**src/hw/core_pkg.sv**
```systemverilog
/*
  core package
  shared vector types and constants for the instruction fetch front end:
  register and instruction widths, the branch/jump control bus layout,
  the reset pc, the memory base address and the JAL opcode
*/
`default_nettype none

package core_pkg;

  // register-wide value, used for pcs and memory data
  typedef logic [63:0] reg_t;

  // one 32-bit instruction word
  typedef logic [31:0] inst_t;

  // major opcode field of an instruction
  typedef logic [6:0] opcode_t;

  // branch/jump control bus from decode back to fetch
  // target pc in 65:2, redirect enable in bit 1, valid in bit 0
  typedef logic [65:0] bj_bus_t;

  localparam int bj_valid_bit = 0;
  localparam int bj_ena_bit   = 1;
  localparam int bj_pc_lsb    = 2;

  // pc held after reset, so the first sequential fetch lands on mem_base
  localparam reg_t reset_pc = 64'h0000_0000_7fff_fffc;

  // byte address of memory word 0
  localparam reg_t mem_base = 64'h0000_0000_8000_0000;

  // sequential pc increment, one word
  localparam reg_t pc_step = 64'd4;

  localparam opcode_t opcode_jal = 7'b110_1111;

endpackage

`default_nettype wire

```
**src/hw/id_stage.sv**
```systemverilog
/*
  instruction decode stage
  holds one instruction from fetch, recognises JAL and computes its
  target, and returns one next-pc decision per accepted instruction
  over the branch/jump control bus. a start token is sent once after
  reset. decoded instructions leave through the retire port, which
  can stall the stage
*/
`default_nettype none

module id_stage (
  input  wire                  clk,
  input  wire                  rst,

  // from fetch
  input  wire                  if_to_id_valid,
  input  wire core_pkg::reg_t  if_to_id_pc,
  input  wire core_pkg::inst_t if_to_id_inst,
  output logic                 id_allowin,

  // branch/jump control toward fetch
  input  wire                  if_bj_ready,
  output core_pkg::bj_bus_t    bj_ctrl_bus,

  // retire port
  output logic                 retire_valid,
  output core_pkg::reg_t       retire_pc,
  output core_pkg::inst_t      retire_inst,
  output logic                 retire_jump,
  input  wire                  retire_ready
);

  logic            id_valid;
  core_pkg::reg_t  id_pc;
  core_pkg::inst_t id_inst;

  logic            id_accept;
  logic            id_free;
  logic            id_is_jal;
  core_pkg::reg_t  jal_imm;
  core_pkg::reg_t  jal_target;

  logic            pending;
  logic            bj_raise;
  logic            bj_handshake;
  logic            bj_valid_q;
  logic            bj_ena_q;
  core_pkg::reg_t  bj_target_q;

  // register is empty or its instruction leaves this cycle
  assign id_free    = !id_valid || retire_ready;
  assign id_allowin = id_free && !pending;
  assign id_accept  = if_to_id_valid && id_allowin;

  always_ff @(posedge clk) begin
    if (rst) begin
      id_valid <= 1'b0;
    end else if (id_accept) begin
      id_valid <= 1'b1;
    end else if (retire_ready) begin
      id_valid <= 1'b0;
    end
  end

  always_ff @(posedge clk) begin
    if (id_accept) begin
      id_pc   <= if_to_id_pc;
      id_inst <= if_to_id_inst;
    end
  end

  // JAL decode and J-type immediate
  assign id_is_jal = (id_inst[6:0] == core_pkg::opcode_jal);
  assign jal_imm   = {{43{id_inst[31]}}, id_inst[31], id_inst[19:12],
                      id_inst[20], id_inst[30:21], 1'b0};
  assign jal_target = id_pc + jal_imm;

  // one decision owed after reset and after each accepted instruction
  always_ff @(posedge clk) begin
    if (rst) begin
      pending <= 1'b1;
    end else if (id_accept) begin
      pending <= 1'b1;
    end else if (bj_handshake) begin
      pending <= 1'b0;
    end
  end

  // hold the decision back while retire is stalled
  assign bj_raise     = pending && !bj_valid_q && id_free;
  assign bj_handshake = bj_valid_q && if_bj_ready;

  always_ff @(posedge clk) begin
    if (rst) begin
      bj_valid_q <= 1'b0;
      bj_ena_q   <= 1'b0;
    end else if (bj_handshake) begin
      bj_valid_q <= 1'b0;
    end else if (bj_raise) begin
      bj_valid_q <= 1'b1;
      // start token has no instruction behind it
      bj_ena_q   <= id_valid && id_is_jal;
    end
  end

  always_ff @(posedge clk) begin
    if (bj_raise) begin
      bj_target_q <= jal_target;
    end
  end

  always_comb begin
    bj_ctrl_bus = '0;
    bj_ctrl_bus[core_pkg::bj_pc_lsb +: $bits(core_pkg::reg_t)] = bj_target_q;
    bj_ctrl_bus[core_pkg::bj_ena_bit]   = bj_ena_q;
    bj_ctrl_bus[core_pkg::bj_valid_bit] = bj_valid_q;
  end

  assign retire_valid = id_valid;
  assign retire_pc    = id_pc;
  assign retire_inst  = id_inst;
  assign retire_jump  = id_is_jal;

endmodule

`default_nettype wire

```
**config.mk**
```make
export PLATFORM = sky130hd
export DESIGN_NAME = id_stage
export DESIGN_NICKNAME = d
export VERILOG_FILES = /design/src/hw/core_pkg.sv /design/src/hw/id_stage.sv
export SDC_FILE = /design/constraint.sdc
export NUM_CORES = 1
export LEC_CHECK = 0
export BUFFER_PORTS_ARGS = -buffer_cell sky130_fd_sc_hd__buf_4
export CAP_MARGIN = 20
export CORE_ASPECT_RATIO = 1.4
export CORE_MARGIN = 2
export CORE_UTILIZATION = 45
export CTS_BUF_LIST = sky130_fd_sc_hd__clkbuf_16
export CTS_CLUSTER_SIZE = 14
export DETAILED_ROUTE_END_ITERATION = 8
export PLACE_DENSITY = 0.74
export SYNTH_ARGS = -nofsm -noshare
export SYNTH_HDL_FRONTEND = slang
export SYNTH_SLANG_ARGS = --single-unit
export TNS_END_PERCENT = 5
```
**constraint.sdc**
```tcl
create_clock -name clk -period 3.82 [get_ports clk]
set_clock_uncertainty 0.15 [all_clocks]
set_input_delay 0.573 -clock clk [delete_from_list [all_inputs] [get_ports clk]]
set_output_delay 0.573 -clock clk [all_outputs]
set_load 0.02 [all_outputs]
```
After elaboration in Yosys (flattened, before gate mapping):

Cells that the tools add are included.

* register bits after elaboration: 164
* latch bits: 0
* RAM bits: 0
* ROM bits: 0
* output and inout bits: 165
* word-level logic and storage cells: 26
* memories kept: 0

* add/sub/neg operators: 1
* multiply operators: 0
* div/mod/pow operators: 0
* $lt $le $gt $ge: 0
* eq/ne operators: 1
* shifts and indexed selects: 0
* multiplexer cells: 2
* bitwise operators: 1
* reductions and logical operators: 14

Operators with widths (count)
* $add 64x64->64: 1
* $eq 7x7->1 const B: 1
* $logic_and 1x1->1: 6
* $reduce_or 2->1: 2
* $logic_not 1->1: 3
* $mux 1: 2
* $reduce_and 2->1: 1
* $reduce_bool 2->1: 1
* $logic_or 1x1->1: 1
* $not 1->1: 1

Longest topological paths before layout:

* word-level depth: 5
* depth in mapped cells: 11

Worst setup path before layout:

No wires, ideal clock.

* path type: register -> register
* start point: register id_inst[31] (netlist: retire_inst[31])
* end point: register bj_target_q[63] (data pin)
* setup time: 0.263 ns
* data arrival time: 3.321 ns
* required time: 3.407 ns
* slack: 0.085 ns
* cell stages (with the launch flop): 12
* path buffers: 1
* clock period less this slack: 3.735 ns
* path through: edfxtp_1 > ha_1 > clkbuf_1 > a21o_1 > a21o_1 > a21o_1 > a21o_1 > a21oi_1 > nor2_1 > a2111oi_0 > o41ai_2 > xnor2_1

* cells in the longest elaborated chain, start to end: 1

RTL lines
* start: declaration: RTL line id_stage.sv:35 `core_pkg::inst_t id_inst;`
* start signal: assignment: RTL line id_stage.sv:68 `id_inst <= if_to_id_inst;`
* $add 64x64->64: RTL line id_stage.sv:76 `assign jal_target = id_pc + jal_imm;`
* named net jal_target[63]: RTL line id_stage.sv:41 `core_pkg::reg_t jal_target;`
* end signal: assignment: RTL line id_stage.sv:108 `bj_target_q <= jal_target;`
* end: declaration: RTL line id_stage.sv:48 `core_pkg::reg_t bj_target_q;`

The timed path passes the listed nets, and every way through them passes these cells.
A chain may end at the register's enable or synchronous reset.

Worst setup path in the final report:

* start point: register id_pc[1] (netlist: retire_pc[1])
* end point: register bj_target_q[61] (data pin)

* cells in the longest elaborated chain, start to end: 1

RTL lines
* start: declaration: RTL line id_stage.sv:34 `core_pkg::reg_t id_pc;`
* start signal: assignment: RTL line id_stage.sv:67 `id_pc <= if_to_id_pc;`
* $add 64x64->64: RTL line id_stage.sv:76
* named net jal_target[61]: RTL line id_stage.sv:41

The timed path passes the listed nets, and every way through them passes these cells.

==> results.toml <==
[logic_synthesis]
synthArstFlopShare_pct = 0
synthTopCellsByCount = "edfxtp_1, a21oi_1, nand2_1, ha_1, nor2_1"
netlist_area_um2 = 8640
syn-num-nets = 888
syn_inst = 724
ys_top_cells_by_area = "edfxtp_1, ha_1, a21oi_1"
yosysUniqueCellTypes = 56
ys_seq_area_share_pct = 56.5
syn-mean-instance-area_um2 = 11.9
synth_edf_count = 160
muxShareOfSynthArea_pct = 0
yosysMostFrequentCell = "edfxtp_1"
synth-xor-area-share_pct = 6.29
synth_warnings = 0
ys.flop_type = "edfxtp_1"
synth_fa_ha_area_share_pct = 9.21
ys_seq_elements = 164
yosysTopAreaCell = "edfxtp_1"
synth_compound_area_share_pct = 16.2
synth-simple-area-share_pct = 9.81
synth_top_family_by_area = "compound AO/OA/AOI/OAI gates"
synth_top_cell_area_share_pct = 55.6

[worst_setup_path]
crit_chain = "ha_1 -> fa_1 -> a211oi_2 -> o211ai_2 -> a31oi_2 -> o41a_1 -> o31ai_2 -> a21oi_1 -> o21ai_1 -> a31oi_1 -> xnor2_1"
cp-end-kind = "flip-flop"
crit_path_max_fanout = 4
worstSetupPathType = "reg -> reg"
critical-path-max-stage-delay_ns = 0.46
crit_buf_inv = 0
crit_cells = 11
path_delay_family = "compound AO/OA/AOI/OAI gates"
worstRegToRegCells = 11
cp.required_ns = 3.84
worstSetupStartpointType = "flip-flop"
cp_slowest_cell = "fa_1"
crit_arrival_ns = 3.63

[finish]
fin_util_pct = 60.4
layout.cells.non_filler = 1247
drive_above_1_share_pct = 31.1
multi_input_area_um2 = 3600
seq_area_um2 = 4880
area_growth_pct = 32.7
n_antenna_cell = 0
nNetsFinal = 1150
fillers = 1568

[power]
power_frac_clock_pct = 34.5
p_int_mw = 3.45
leakagePower_nw = 4.71
p_sw_mw = 1.34
power_density_nw_per_um2 = 417
irDropWorstVdd_mv = 0.302
pwr-share-comb_pct = 19.0
swShare_pct = 27.9
p_seq_share_pct = 46.5

[floorplanning]
start_util_pct = 45.5
num_rows = 60
die_w_um = 121
die_area_um2 = 20300
coreArea_um2 = 19000
die_h_um = 168
io_pins = 266

[global_routing]
grt_antenna_before_repair = 0
grt_pass1_vias = 6833
grt_max_degree = 50
grt_usage_pct = 22.1
grt_pass1_wl_um = 34800
grt.overflow.total = 0

[timing]
period_share_pct = 94.5
fin_tns_setup_ns = 0
slew_headroom_pct = 51.1
period_needed_ns = 3.61
drv_slew = 0
fmax_mhz = 277
hold_violations = 0
rsz0062_at_grt = "no"
worst_slew_pin_slew_ns = 0.732
setup_viol = 0

[clock_network]
clock_path_buffers = 2
cts.clk_slew.worst_paths_ns = 0.07
postCtsSetupRepairBufs = 0
cts_resized = 0
cts_sinks = 164
cts-root-buf = "clkbuf_16"
insertion_delay_ns = 0.43
h-tree-depth = 4
cts_tree = "done"
cts_buffers = 17
hold_buffers = 0

[route]
ant_nets = 0
num_vias = 6775
drt_pass1_iterations = 6
via_per_inst = 5.43
wl_um = 22600
wire_per_inst_um = 18.2
drt_iter0_drc = 408
drc = 0

[hold_path]
hold_depth = 1
hold_path_class = "in -> reg"

[placement]
dp_hpwl_um = 17500
gp_congestion = 0.900
dp_cells = 1215
port_buffers = 265

[job]
cap_viol_max_count = 0

[run_status]
outcome = "finished, final reports clean"
[final timing paths]
| check | from | end | slack (ns) |
|---|---|---|---|
| setup / recovery | retire_pc[1] | bj_target_q[61] | 0.21 |
| hold / removal | if_to_id_inst[28] | retire_inst[28] | 0.16 |
| setup reg to reg | retire_pc[1] | bj_target_q[61] | 0.21 |
| hold reg to reg | bj_ena_q | bj_ena_q | 0.31 |
[metrics by stage]
step,setup slack [ns],cell area [µm²],hold slack [ns],power [mW]
after global placement,0.181,10900,0.284,3.16
after detailed placement,0.0880,10900,0.302,3.17
after CTS,0.0525,11500,0.150,4.82
after global routing,0.0370,11500,0.146,4.95
final,0.212,11500,0.163,4.78
after floorplan,0.0853,8640,0.276,2.77
[layout by cell type (no fill, tap or decap), types with 2 or more instances in the layout]
master | Yosys | layout
a2111oi_0 | 2 | 2
a211o_1 | 3 | 3
a211oi_1 | 7 | 6
a21o_1 | 31 | 31
a21oi_1 | 81 | 81
a221oi_1 | 3 | 3
a31oi_1 | 6 | 5
a41oi_1 | 2 | 2
and2_1 | 4 | 4
and3_1 | 6 | 6
buf_12 | 0 | 3
buf_4 | 3 | 266
clkbuf_16 | 0 | 17
clkinvlp_4 | 0 | 6
dfxtp_1 | 4 | 4
edfxtp_1 | 160 | 160
ha_1 | 62 | 62
inv_1 | 14 | 14
inv_6 | 0 | 4
nand2_1 | 66 | 66
nand2b_1 | 6 | 6
nand3_1 | 14 | 14
nand4_1 | 16 | 16
nand4b_1 | 2 | 2
nor2_1 | 34 | 34
nor2b_1 | 8 | 8
nor3_1 | 12 | 12
nor4_1 | 4 | 4
o211ai_1 | 4 | 4
o21a_1 | 6 | 6
o21ai_0 | 21 | 21
o21ai_1 | 21 | 21
o21bai_1 | 8 | 8
o22ai_1 | 2 | 2
o31ai_1 | 3 | 3
o41ai_2 | 2 | 2
or3_1 | 2 | 2
or4_1 | 2 | 2
xnor2_1 | 33 | 33
xor2_1 | 29 | 29
[layer usage]
layer / part of all wire, % / GRT usage, % / vias to the layer above / wire length (µm)
met3: 8.7 / 6.61 / 29 / 1980
met2: 53 / 40.0 / 271 / 11900
met5: 0 / 0 / - / 0
li1: - / - / 3279 / -
met4: 2.0 / 6.52 / 0 / 459
met1: 37 / 24.9 / 3196 / 8320
[cell families (layout without fill, tap and decap cells)]
group                      count (synthesis)  after routing
buffers and inverters                     40            315
AOI/OAI and AO/OA                        216            216
DFF                                      164            164
xor gates and xnor gates                  62             62
and+or+nand+nor                          179            179
adders and majority gates                 63             63
[sequential cells by signal (all words and copies together), names as in the netlist]
register and count:
bj_target_q 64, retire_pc 64, retire_inst 32, bj_ena_q 1, bj_valid_q 1, pending 1
retire_valid 1
[power by group through the flow]
stage / registers, mW / clock network [mW] / logic [mW]
final: 2.22 / 1.65 / 0.909
after global routing: 2.24 / 1.74 / 0.976
after CTS: 2.22 / 1.69 / 0.914
after detailed placement: 2.26 / 0 / 0.910
after global placement: 2.26 / 0 / 0.901
after floorplan: 2.44 / 0 / 0.328
[area by class of cell]
| type | count | share of cell area, % |
|---|---|---|
| inverters | 14 | 0.480 |
| repair buffers | 269 | 17.9 |
| multi-input cells | 520 | 31.4 |
| flip-flops and latches | 164 | 42.6 |
| clock inverters | 15 | 1.17 |
| well taps | 248 | 2.71 |
| clock buffers | 17 | 3.71 |
No activity file was read; power rests on OpenSTA's default activity.
