## src/hw/core_pkg.sv

```systemverilog
/*
  core package
  shared vector types and constants for the instruction fetch front end:
  register and instruction widths, the branch/jump control bus layout,
  the reset pc, the memory base address and the JAL opcode
*/
`default_nettype none

package core_pkg;

  // register-wide value, used for pcs and memory data
  typedef logic [63:0] reg_t;

  // one 32-bit instruction word
  typedef logic [31:0] inst_t;

  // major opcode field of an instruction
  typedef logic [6:0] opcode_t;

  // branch/jump control bus from decode back to fetch
  // target pc in 65:2, redirect enable in bit 1, valid in bit 0
  typedef logic [65:0] bj_bus_t;

  localparam int bj_valid_bit = 0;
  localparam int bj_ena_bit   = 1;
  localparam int bj_pc_lsb    = 2;

  // pc held after reset, so the first sequential fetch lands on mem_base
  localparam reg_t reset_pc = 64'h0000_0000_7fff_fffc;

  // byte address of memory word 0
  localparam reg_t mem_base = 64'h0000_0000_8000_0000;

  // sequential pc increment, one word
  localparam reg_t pc_step = 64'd4;

  localparam opcode_t opcode_jal = 7'b110_1111;

endpackage

`default_nettype wire

```

## src/hw/if_stage.sv

```systemverilog
/*
  instruction fetch stage
  waits in idle for a next-pc decision from decode, requests one word
  from instruction memory, then holds the pc and instruction in the
  fetch register until decode takes them. the next pc is either the
  redirect target from the control bus or the last pc plus 4
*/
`default_nettype none

module if_stage (
  input  wire                  clk,
  input  wire                  rst,

  // toward decode
  output logic                 if_to_id_valid,
  output core_pkg::reg_t       if_to_id_pc,
  output core_pkg::inst_t      if_to_id_inst,
  input  wire                  id_allowin,

  // branch/jump control from decode
  output logic                 if_bj_ready,
  input  wire core_pkg::bj_bus_t bj_ctrl_bus,

  // instruction memory request port
  output logic                 mem_valid,
  input  wire                  mem_ready,
  input  wire core_pkg::reg_t  mem_rdata,
  output core_pkg::reg_t       mem_addr
);

  typedef enum logic [1:0] {
    s_idle,
    s_addr,
    s_retn
  } fetch_state_t;

  fetch_state_t state;
  fetch_state_t state_next;

  core_pkg::reg_t  bj_pc;
  logic            bj_ena;
  logic            bj_valid;
  logic            bj_handshake;
  logic            mem_handshake;

  logic            pre_to_if_valid;
  core_pkg::reg_t  next_pc;
  core_pkg::inst_t inst_buf;

  logic            if_valid;
  logic            if_allowin;
  logic            if_flush;
  core_pkg::reg_t  if_pc;
  core_pkg::inst_t if_inst;

  // unpack the control bus
  assign bj_pc    = bj_ctrl_bus[core_pkg::bj_pc_lsb +: $bits(core_pkg::reg_t)];
  assign bj_ena   = bj_ctrl_bus[core_pkg::bj_ena_bit];
  assign bj_valid = bj_ctrl_bus[core_pkg::bj_valid_bit];

  assign if_bj_ready   = (state == s_idle);
  assign bj_handshake  = if_bj_ready && bj_valid;

  assign mem_valid     = (state == s_addr);
  assign mem_handshake = mem_valid && mem_ready;

  // fetched word is ready to enter the fetch register
  assign pre_to_if_valid = (state == s_retn);

  assign next_pc = bj_ena ? bj_pc : (if_pc + core_pkg::pc_step);

  always_ff @(posedge clk) begin
    if (rst) begin
      state <= s_idle;
    end else begin
      state <= state_next;
    end
  end

  always_comb begin
    state_next = state;
    case (state)
      s_idle: begin
        if (bj_handshake) begin
          state_next = s_addr;
        end
      end
      s_addr: begin
        if (mem_handshake) begin
          state_next = s_retn;
        end
      end
      s_retn: begin
        // wait for the fetch register to drain
        if (pre_to_if_valid && if_allowin) begin
          state_next = s_idle;
        end
      end
      default: begin
        state_next = s_idle;
      end
    endcase
  end

  // pre-fetch address, follows next_pc while idle and is frozen after
  // the handshake so it stays stable during the request
  always_ff @(posedge clk) begin
    if (state == s_idle) begin
      mem_addr <= next_pc;
    end
  end

  // memory data is only valid in the transfer cycle
  always_ff @(posedge clk) begin
    if (mem_handshake) begin
      inst_buf <= mem_rdata[31:0];
    end
  end

  // fetch register
  assign if_flush       = bj_handshake && bj_ena;
  assign if_allowin     = !if_valid || id_allowin;
  assign if_to_id_valid = if_valid && !if_flush;

  always_ff @(posedge clk) begin
    if (rst) begin
      if_valid <= 1'b0;
    end else if (if_flush) begin
      if_valid <= 1'b0;
    end else if (if_allowin) begin
      if_valid <= pre_to_if_valid;
    end
  end

  // if_pc also acts as the base for the sequential next pc
  always_ff @(posedge clk) begin
    if (rst) begin
      if_pc <= core_pkg::reset_pc;
    end else if (pre_to_if_valid && if_allowin) begin
      if_pc <= mem_addr;
    end
  end

  always_ff @(posedge clk) begin
    if (pre_to_if_valid && if_allowin) begin
      if_inst <= inst_buf;
    end
  end

  assign if_to_id_pc   = if_pc;
  assign if_to_id_inst = if_inst;

endmodule

`default_nettype wire

```

## config.mk

```make
export PLATFORM = sky130hd
export DESIGN_NAME = if_stage
export DESIGN_NICKNAME = d
export VERILOG_FILES = /design/src/hw/core_pkg.sv /design/src/hw/if_stage.sv
export SDC_FILE = /design/constraint.sdc
export NUM_CORES = 1
export LEC_CHECK = 0
export ABC_AREA = 1
export BUFFER_PORTS_ARGS = -buffer_cell sky130_fd_sc_hd__buf_2
export CAP_MARGIN = 20
export CORE_MARGIN = 8
export CORE_UTILIZATION = 43
export CTS_CLUSTER_DIAMETER = 150
export DETAILED_ROUTE_END_ITERATION = 8
export PLACE_DENSITY = 0.72
export SKIP_CTS_REPAIR_TIMING = 1
export SLEW_MARGIN = 5
export SYNTH_ARGS = -nofsm -noshare
export SYNTH_HDL_FRONTEND = slang
export SYNTH_SLANG_ARGS = --single-unit
```

## constraint.sdc

```tcl
create_clock -name clk -period 3.75 [get_ports clk]
set_input_delay 0.1875 -clock clk [delete_from_list [all_inputs] [get_ports clk]]
set_output_delay 0.1875 -clock clk [all_outputs]
set_load 0.01 [all_outputs]
```

# Word-level counts from Yosys, hierarchy flattened
# Index checks and enable logic that the tools add are counted.
# totals
latchBits	0
mem_bits_ro	0
ram_bits	0
input_bits	134
wordCells	28
register_bits	195
n_memories	0
# op_classes
addsub	1
bitwise_logic	0
muxes	5
n_div	0
n_mul	0
n_shift	0
n_eq_ne	5
n_reduce_logical	11
order_cmp	0
# ops
cell	count
adder 64 x 3 -> 64 bit, second input constant	1
two-way mux 64 bit	1
two-way mux 2 bit	3
!= test 2 x 1 -> 1 bit, second input constant	3
case mux 2 bit (3 select lines)	1
logical AND 1 bit	5
AND reduction 3 bit	1
== test 2 x 1 -> 1 bit, second input constant	1
== test 2 bit, second input constant	1
zero test 1 bit	2
zero test 2 bit	1
OR reduction 2 bit	1
logical OR 1 bit	1

# Logic depth before layout (Yosys ltp)
# depth
depth_word	5
ltp_mapped	10
mapped_depth_nobuf	10

# Least setup slack after synthesis
# OpenSTA, ideal clock, no wires.
# synth_path
kind	reg-to-output
start	register state[0]
end	output if_to_id_valid
slack_ps	-226
path_stages_with_launch	5
arrival_ps	3789
cell_sequence	dfxtp_1 > nor2_1 > nand2_1 > o21ai_0 > inv_1
# synth_between
elab_chain_cells	5
# synth_lines
element	line	rtl
from (decl)	if_stage.sv:37	fetch_state_t state;
from (signal assigned)	if_stage.sv:74	state <= s_idle;
from (signal assigned)	if_stage.sv:76	state <= state_next;
zero test 2 bit	if_stage.sv:61	assign if_bj_ready = (state == s_idle);
net if_bj_ready	if_stage.sv:21	output logic if_bj_ready,
logical AND 1 bit	if_stage.sv:62	assign bj_handshake = if_bj_ready && bj_valid;
logical AND 1 bit	if_stage.sv:121	assign if_flush = bj_handshake && bj_ena;
zero test 1 bit	if_stage.sv:123	assign if_to_id_valid = if_valid && !if_flush;
logical AND 1 bit	if_stage.sv:123	
to (decl)	if_stage.sv:15	output logic if_to_id_valid,
# The timed path passes the listed nets, and every way through them passes these cells.

# Worst setup path in the final report
# layout_path
start	register if_pc[2] (netlist: if_to_id_pc[2])
end	register mem_addr[60], data pin
# layout_between
elab_chain_cells	2
# layout_lines
element	line	rtl
from (decl)	if_stage.sv:53	core_pkg::reg_t if_pc;
from (signal assigned)	if_stage.sv:138	if_pc <= core_pkg::reset_pc;
from (signal assigned)	if_stage.sv:140	if_pc <= mem_addr;
adder 64 x 3 -> 64 bit	if_stage.sv:70	assign next_pc = bj_ena ? bj_pc : (if_pc + core_pkg::pc_step);
two-way mux 64 bit	if_stage.sv:70	
net next_pc[60]	if_stage.sv:47	core_pkg::reg_t next_pc;
to (signal assigned)	if_stage.sv:109	mem_addr <= next_pc;
to (decl)	if_stage.sv:28	output core_pkg::reg_t mem_addr
# The timed path passes the listed nets, and every way through them passes these cells.
# A chain may end at the register's enable or synchronous reset.

==> key figures <==
Status
  – Status: finished, final reports clean

Timing
  – Setup TNS: 0 ps
  – Hold Vio Cnt, Final: 0
  – # setup viols final: 0
  – Actual slew at the worst max-slew pin: approximately 900 ps
  – Min cycle time layout: 2074 ps
  – Max Slew Vio Count: 0
  – Max Fclk: approximately 480 MHz
  – Slew headroom: around two fifths
  – Setup Skew: between 10 and 15 ps
  – Tcrit/Tclk final: 55.31%
  – Final Hold Slack: approximately 1.9 ps
  – RSZ-0062 raised after global routing: false

Clocking
  – Cts bufs inserted: 17
  – Clock Latency Late Sink: about 450 ps
  – Htree depth: 4
  – Clock slew at reported path FFs: 80 ps
  – Root Buffer: clkbuf_16
  – CTS sink count: between 150 and 200
  – Clock buffer depth: 2
  – CTS tree: built

Flow run
  – Max Cap Viol: 0

Critical path
  – Slowest cell on crit path: dfxtp_1
  – Crit-path max cell delay: ~440 ps
  – FF-to-FF End: mem_addr[60]$_DFFE_PN_
  – Crit path arrival time: ~2300 ps
  – CP Data Required Time: between 3000 and 4000 ps
  – CP Max Fanout: 6
  – Worst setup EP type: flip-flop
  – CP startpoint kind: flip-flop
  – Reg2reg path depth: 8
  – R2R Path Start: if_to_id_pc[2]$_SDFFE_PP1P_
  – CP Cell Sequence: ha_1 -> inv_2 -> nor2_4 -> nand3b_1 -> nor2_1 -> nand3_1 -> nand3_1 -> nand2_1
  – Crit path kind: reg2reg
  – Crit-path most repeated cell: nand3_1
  – Worst reg2reg setup slack: 1680 ps

Drt
  – TritonRoute pass-1 iters: 5
  – Routed WL per cell: 18.19 um
  – Post-route ant nets: 0
  – Initial DRC Count: around 550
  – DRC viols: 0
  – Via Count: roughly 8000
  – Vias per cell: ~5
  – Routed WL: approximately 29 mm

Synth
  – Most common cell in the netlist: nand2_1
  – Post-synth EDFFs: 128
  – Post-Synthesis Cells: 1021
  – Top post-synthesis cells by area: edfxtp_1 (43%), dfxtp_1 (15%), nand2_1 (14%), nor2_1 (6.3%), nand3_1 (4.2%)
  – Avg Inst Size Synth: 8.696 sq um
  – Top cell type's share of synthesized area: 43.29%
  – Syn Std Cell Area: approximately 8900 sq um
  – Async SR Flop Fraction: 0%
  – Net Count, Synth: 1156
  – Seq/Total Area, Yosys: approximately three fifths
  – Yosys warning count: 0
  – FF+latch count, synth: 195
  – Commonest cells in the netlist: nand2_1 (334), nor2_1 (150), edfxtp_1 (128)
  – Number of library cell types mapped by synthesis: 26
  – Top FF cell, synth: edfxtp_1
  – Post-synth top area cell: edfxtp_1

Finish
  – Share of cells above drive strength 1: about a quarter
  – N_diodes: 0
  – Multi-input logic area: 3353 sq um
  – P&R area growth vs syn: 28.57%
  – Register area: 5185 sq um
  – Nets: 1446
  – Fillers: 1874
  – Post-route cell area: 11410 sq um

Floorplanning
  – Placement Rows: 52
  – Die width: about 160 um
  – Starting Density: a little over two fifths
  – Die ar.: 25500 sq um
  – Die H: approximately 160 um
  – # IOs: approximately 300
  – Core area: just over 20000 sq um

GRT
  – Initial antenna violation count: 0
  – First-pass GRT wire length: about 44 mm
  – Total track usage: 21.89%
  – Vias in the first global route: roughly 7600
  – Largest net degree at the start of global routing: 80
  – GRT overflow: 0

Pwr
  – Power Dens Cells: ~470 nW/um^2
  – Worst vdd ir: between 0.0003 and 0.0004 V
  – Leak Pwr: 5.136 nW
  – Sw Pwr: 0.001655 W
  – Pint: 0.003686 W
  – Net Sw Frac: a little under a third
  – Clk network pwr share: roughly a third
  – Sequential share of power: a little under half
  – Comb power frac: approximately 17%

Worst hold path
  – Hold path startpoint: bj_ctrl_bus[2]
  – Worst hold stages: 3
  – Hold EP: mem_addr[0]$_DFFE_PN_
  – Hold Crit Class: in2reg

Place
  – Placement Cell Area: about 10000 sq um
  – Detail Placement HPWL: between 20 and 25 mm
  – Final GP Congestion: 0.9514
  – Port bufs: 264
==> critical path: cells and delay by family (launching register included) <==
family,cells,cell delay [ps]
adder cells (fa/ha/maj),1,260
buffers and inverters,1,60
AND/OR/NAND/NOR,6,1070
flip-flops,1,440
==> how the worst max path moves through the flow <==
stage               depth (start not counted)                      to  slack, ps                         from
global placement                            8  mem_addr[44]$_DFFE_PN_       1720  if_to_id_pc[2]$_SDFFE_PP1P_
global route                                6          if_to_id_valid       1490        state[1]$_SDFFE_PP0P_
floorplan                                   4          if_to_id_valid        970        state[1]$_SDFFE_PP0P_
detailed placement                          8  mem_addr[60]$_DFFE_PN_       1680  if_to_id_pc[2]$_SDFFE_PP1P_
CTS                                         6          if_to_id_valid       1670        state[1]$_SDFFE_PP0P_
finish                                      8  mem_addr[60]$_DFFE_PN_       1680  if_to_id_pc[2]$_SDFFE_PP1P_
==> sequential cells by signal (all words and copies together) (netlist names) <==
name,cells
if_to_id_pc,64
if_to_id_inst,32
if_valid,1
state,2
mem_addr,64
inst_buf,32
==> metrics by stage <==
step	total power (W)	setup slack [ps]	utilization [%]	std cells
floorplan	0.003110	965.8	-	1021
global placement	0.003490	1718	51.77	1529
detailed placement	0.003508	1679	51.77	1529
CTS	0.005346	1668	54.78	1561
global route	0.005548	1490	56.41	1594
finish	0.005341	1676	56.41	1594
==> cells by family (layout without fill, tap and decap cells) <==
family,Yosys count,after routing,share of synthesized area [%]
simple gates,599,599,28.28
flops,195,195,58.40
compound gates,107,107,6.539
buf+inv,92,395,3.974
xor+xnor,27,27,2.663
fa+ha+maj,1,1,0.1409
==> area by class of cell <==
| type | instances | share of cell area (%) |
|---|---|---|
| tap | 270 | 2.960 |
| sequential | 195 | 45.42 |
| inverter | 58 | 1.907 |
| timing repair buffer | 305 | 15.00 |
| clock buffer | 17 | 3.727 |
| clock inverter | 15 | 1.611 |
| multi-input combinational | 734 | 29.38 |
==> placed cells by master, fill, tap and decap left out, types with 21 or more instances in the layout <==
cell	Yosys	layout
nor2_1	150	148
dfxtp_1	67	67
nand3_1	75	75
dlygate4sd3_1	0	33
buf_2	6	264
edfxtp_1	128	128
a21oi_1	21	21
inv_1	54	53
nand2_1	334	333
o21ai_0	51	51
==> per-layer routing <==
| layer | vias up | track usage, % | wire [um] |
|---|---|---|---|
| li1 | 3937 | - | - |
| met4 | 0 | 7.161 | 554 |
| met5 | - | 0 | 0 |
| met1 | 3711 | 28.11 | 12420 |
| met2 | 317 | 35.40 | 13770 |
| met3 | 29 | 5.707 | 2247 |
==> power by group through the flow <==
stage / clock [W] / combinational (W) / sequential (W)
after floorplan: 0 / 0.000455 / 0.00266
after global placement: 0 / 0.000891 / 0.00260
after detailed placement: 0 / 0.000902 / 0.00261
after CTS: 0.00189 / 0.000904 / 0.00256
after global routing: 0.00195 / 0.00102 / 0.00258
final: 0.00185 / 0.000928 / 0.00256
Power figures use the tool's default switching activity.
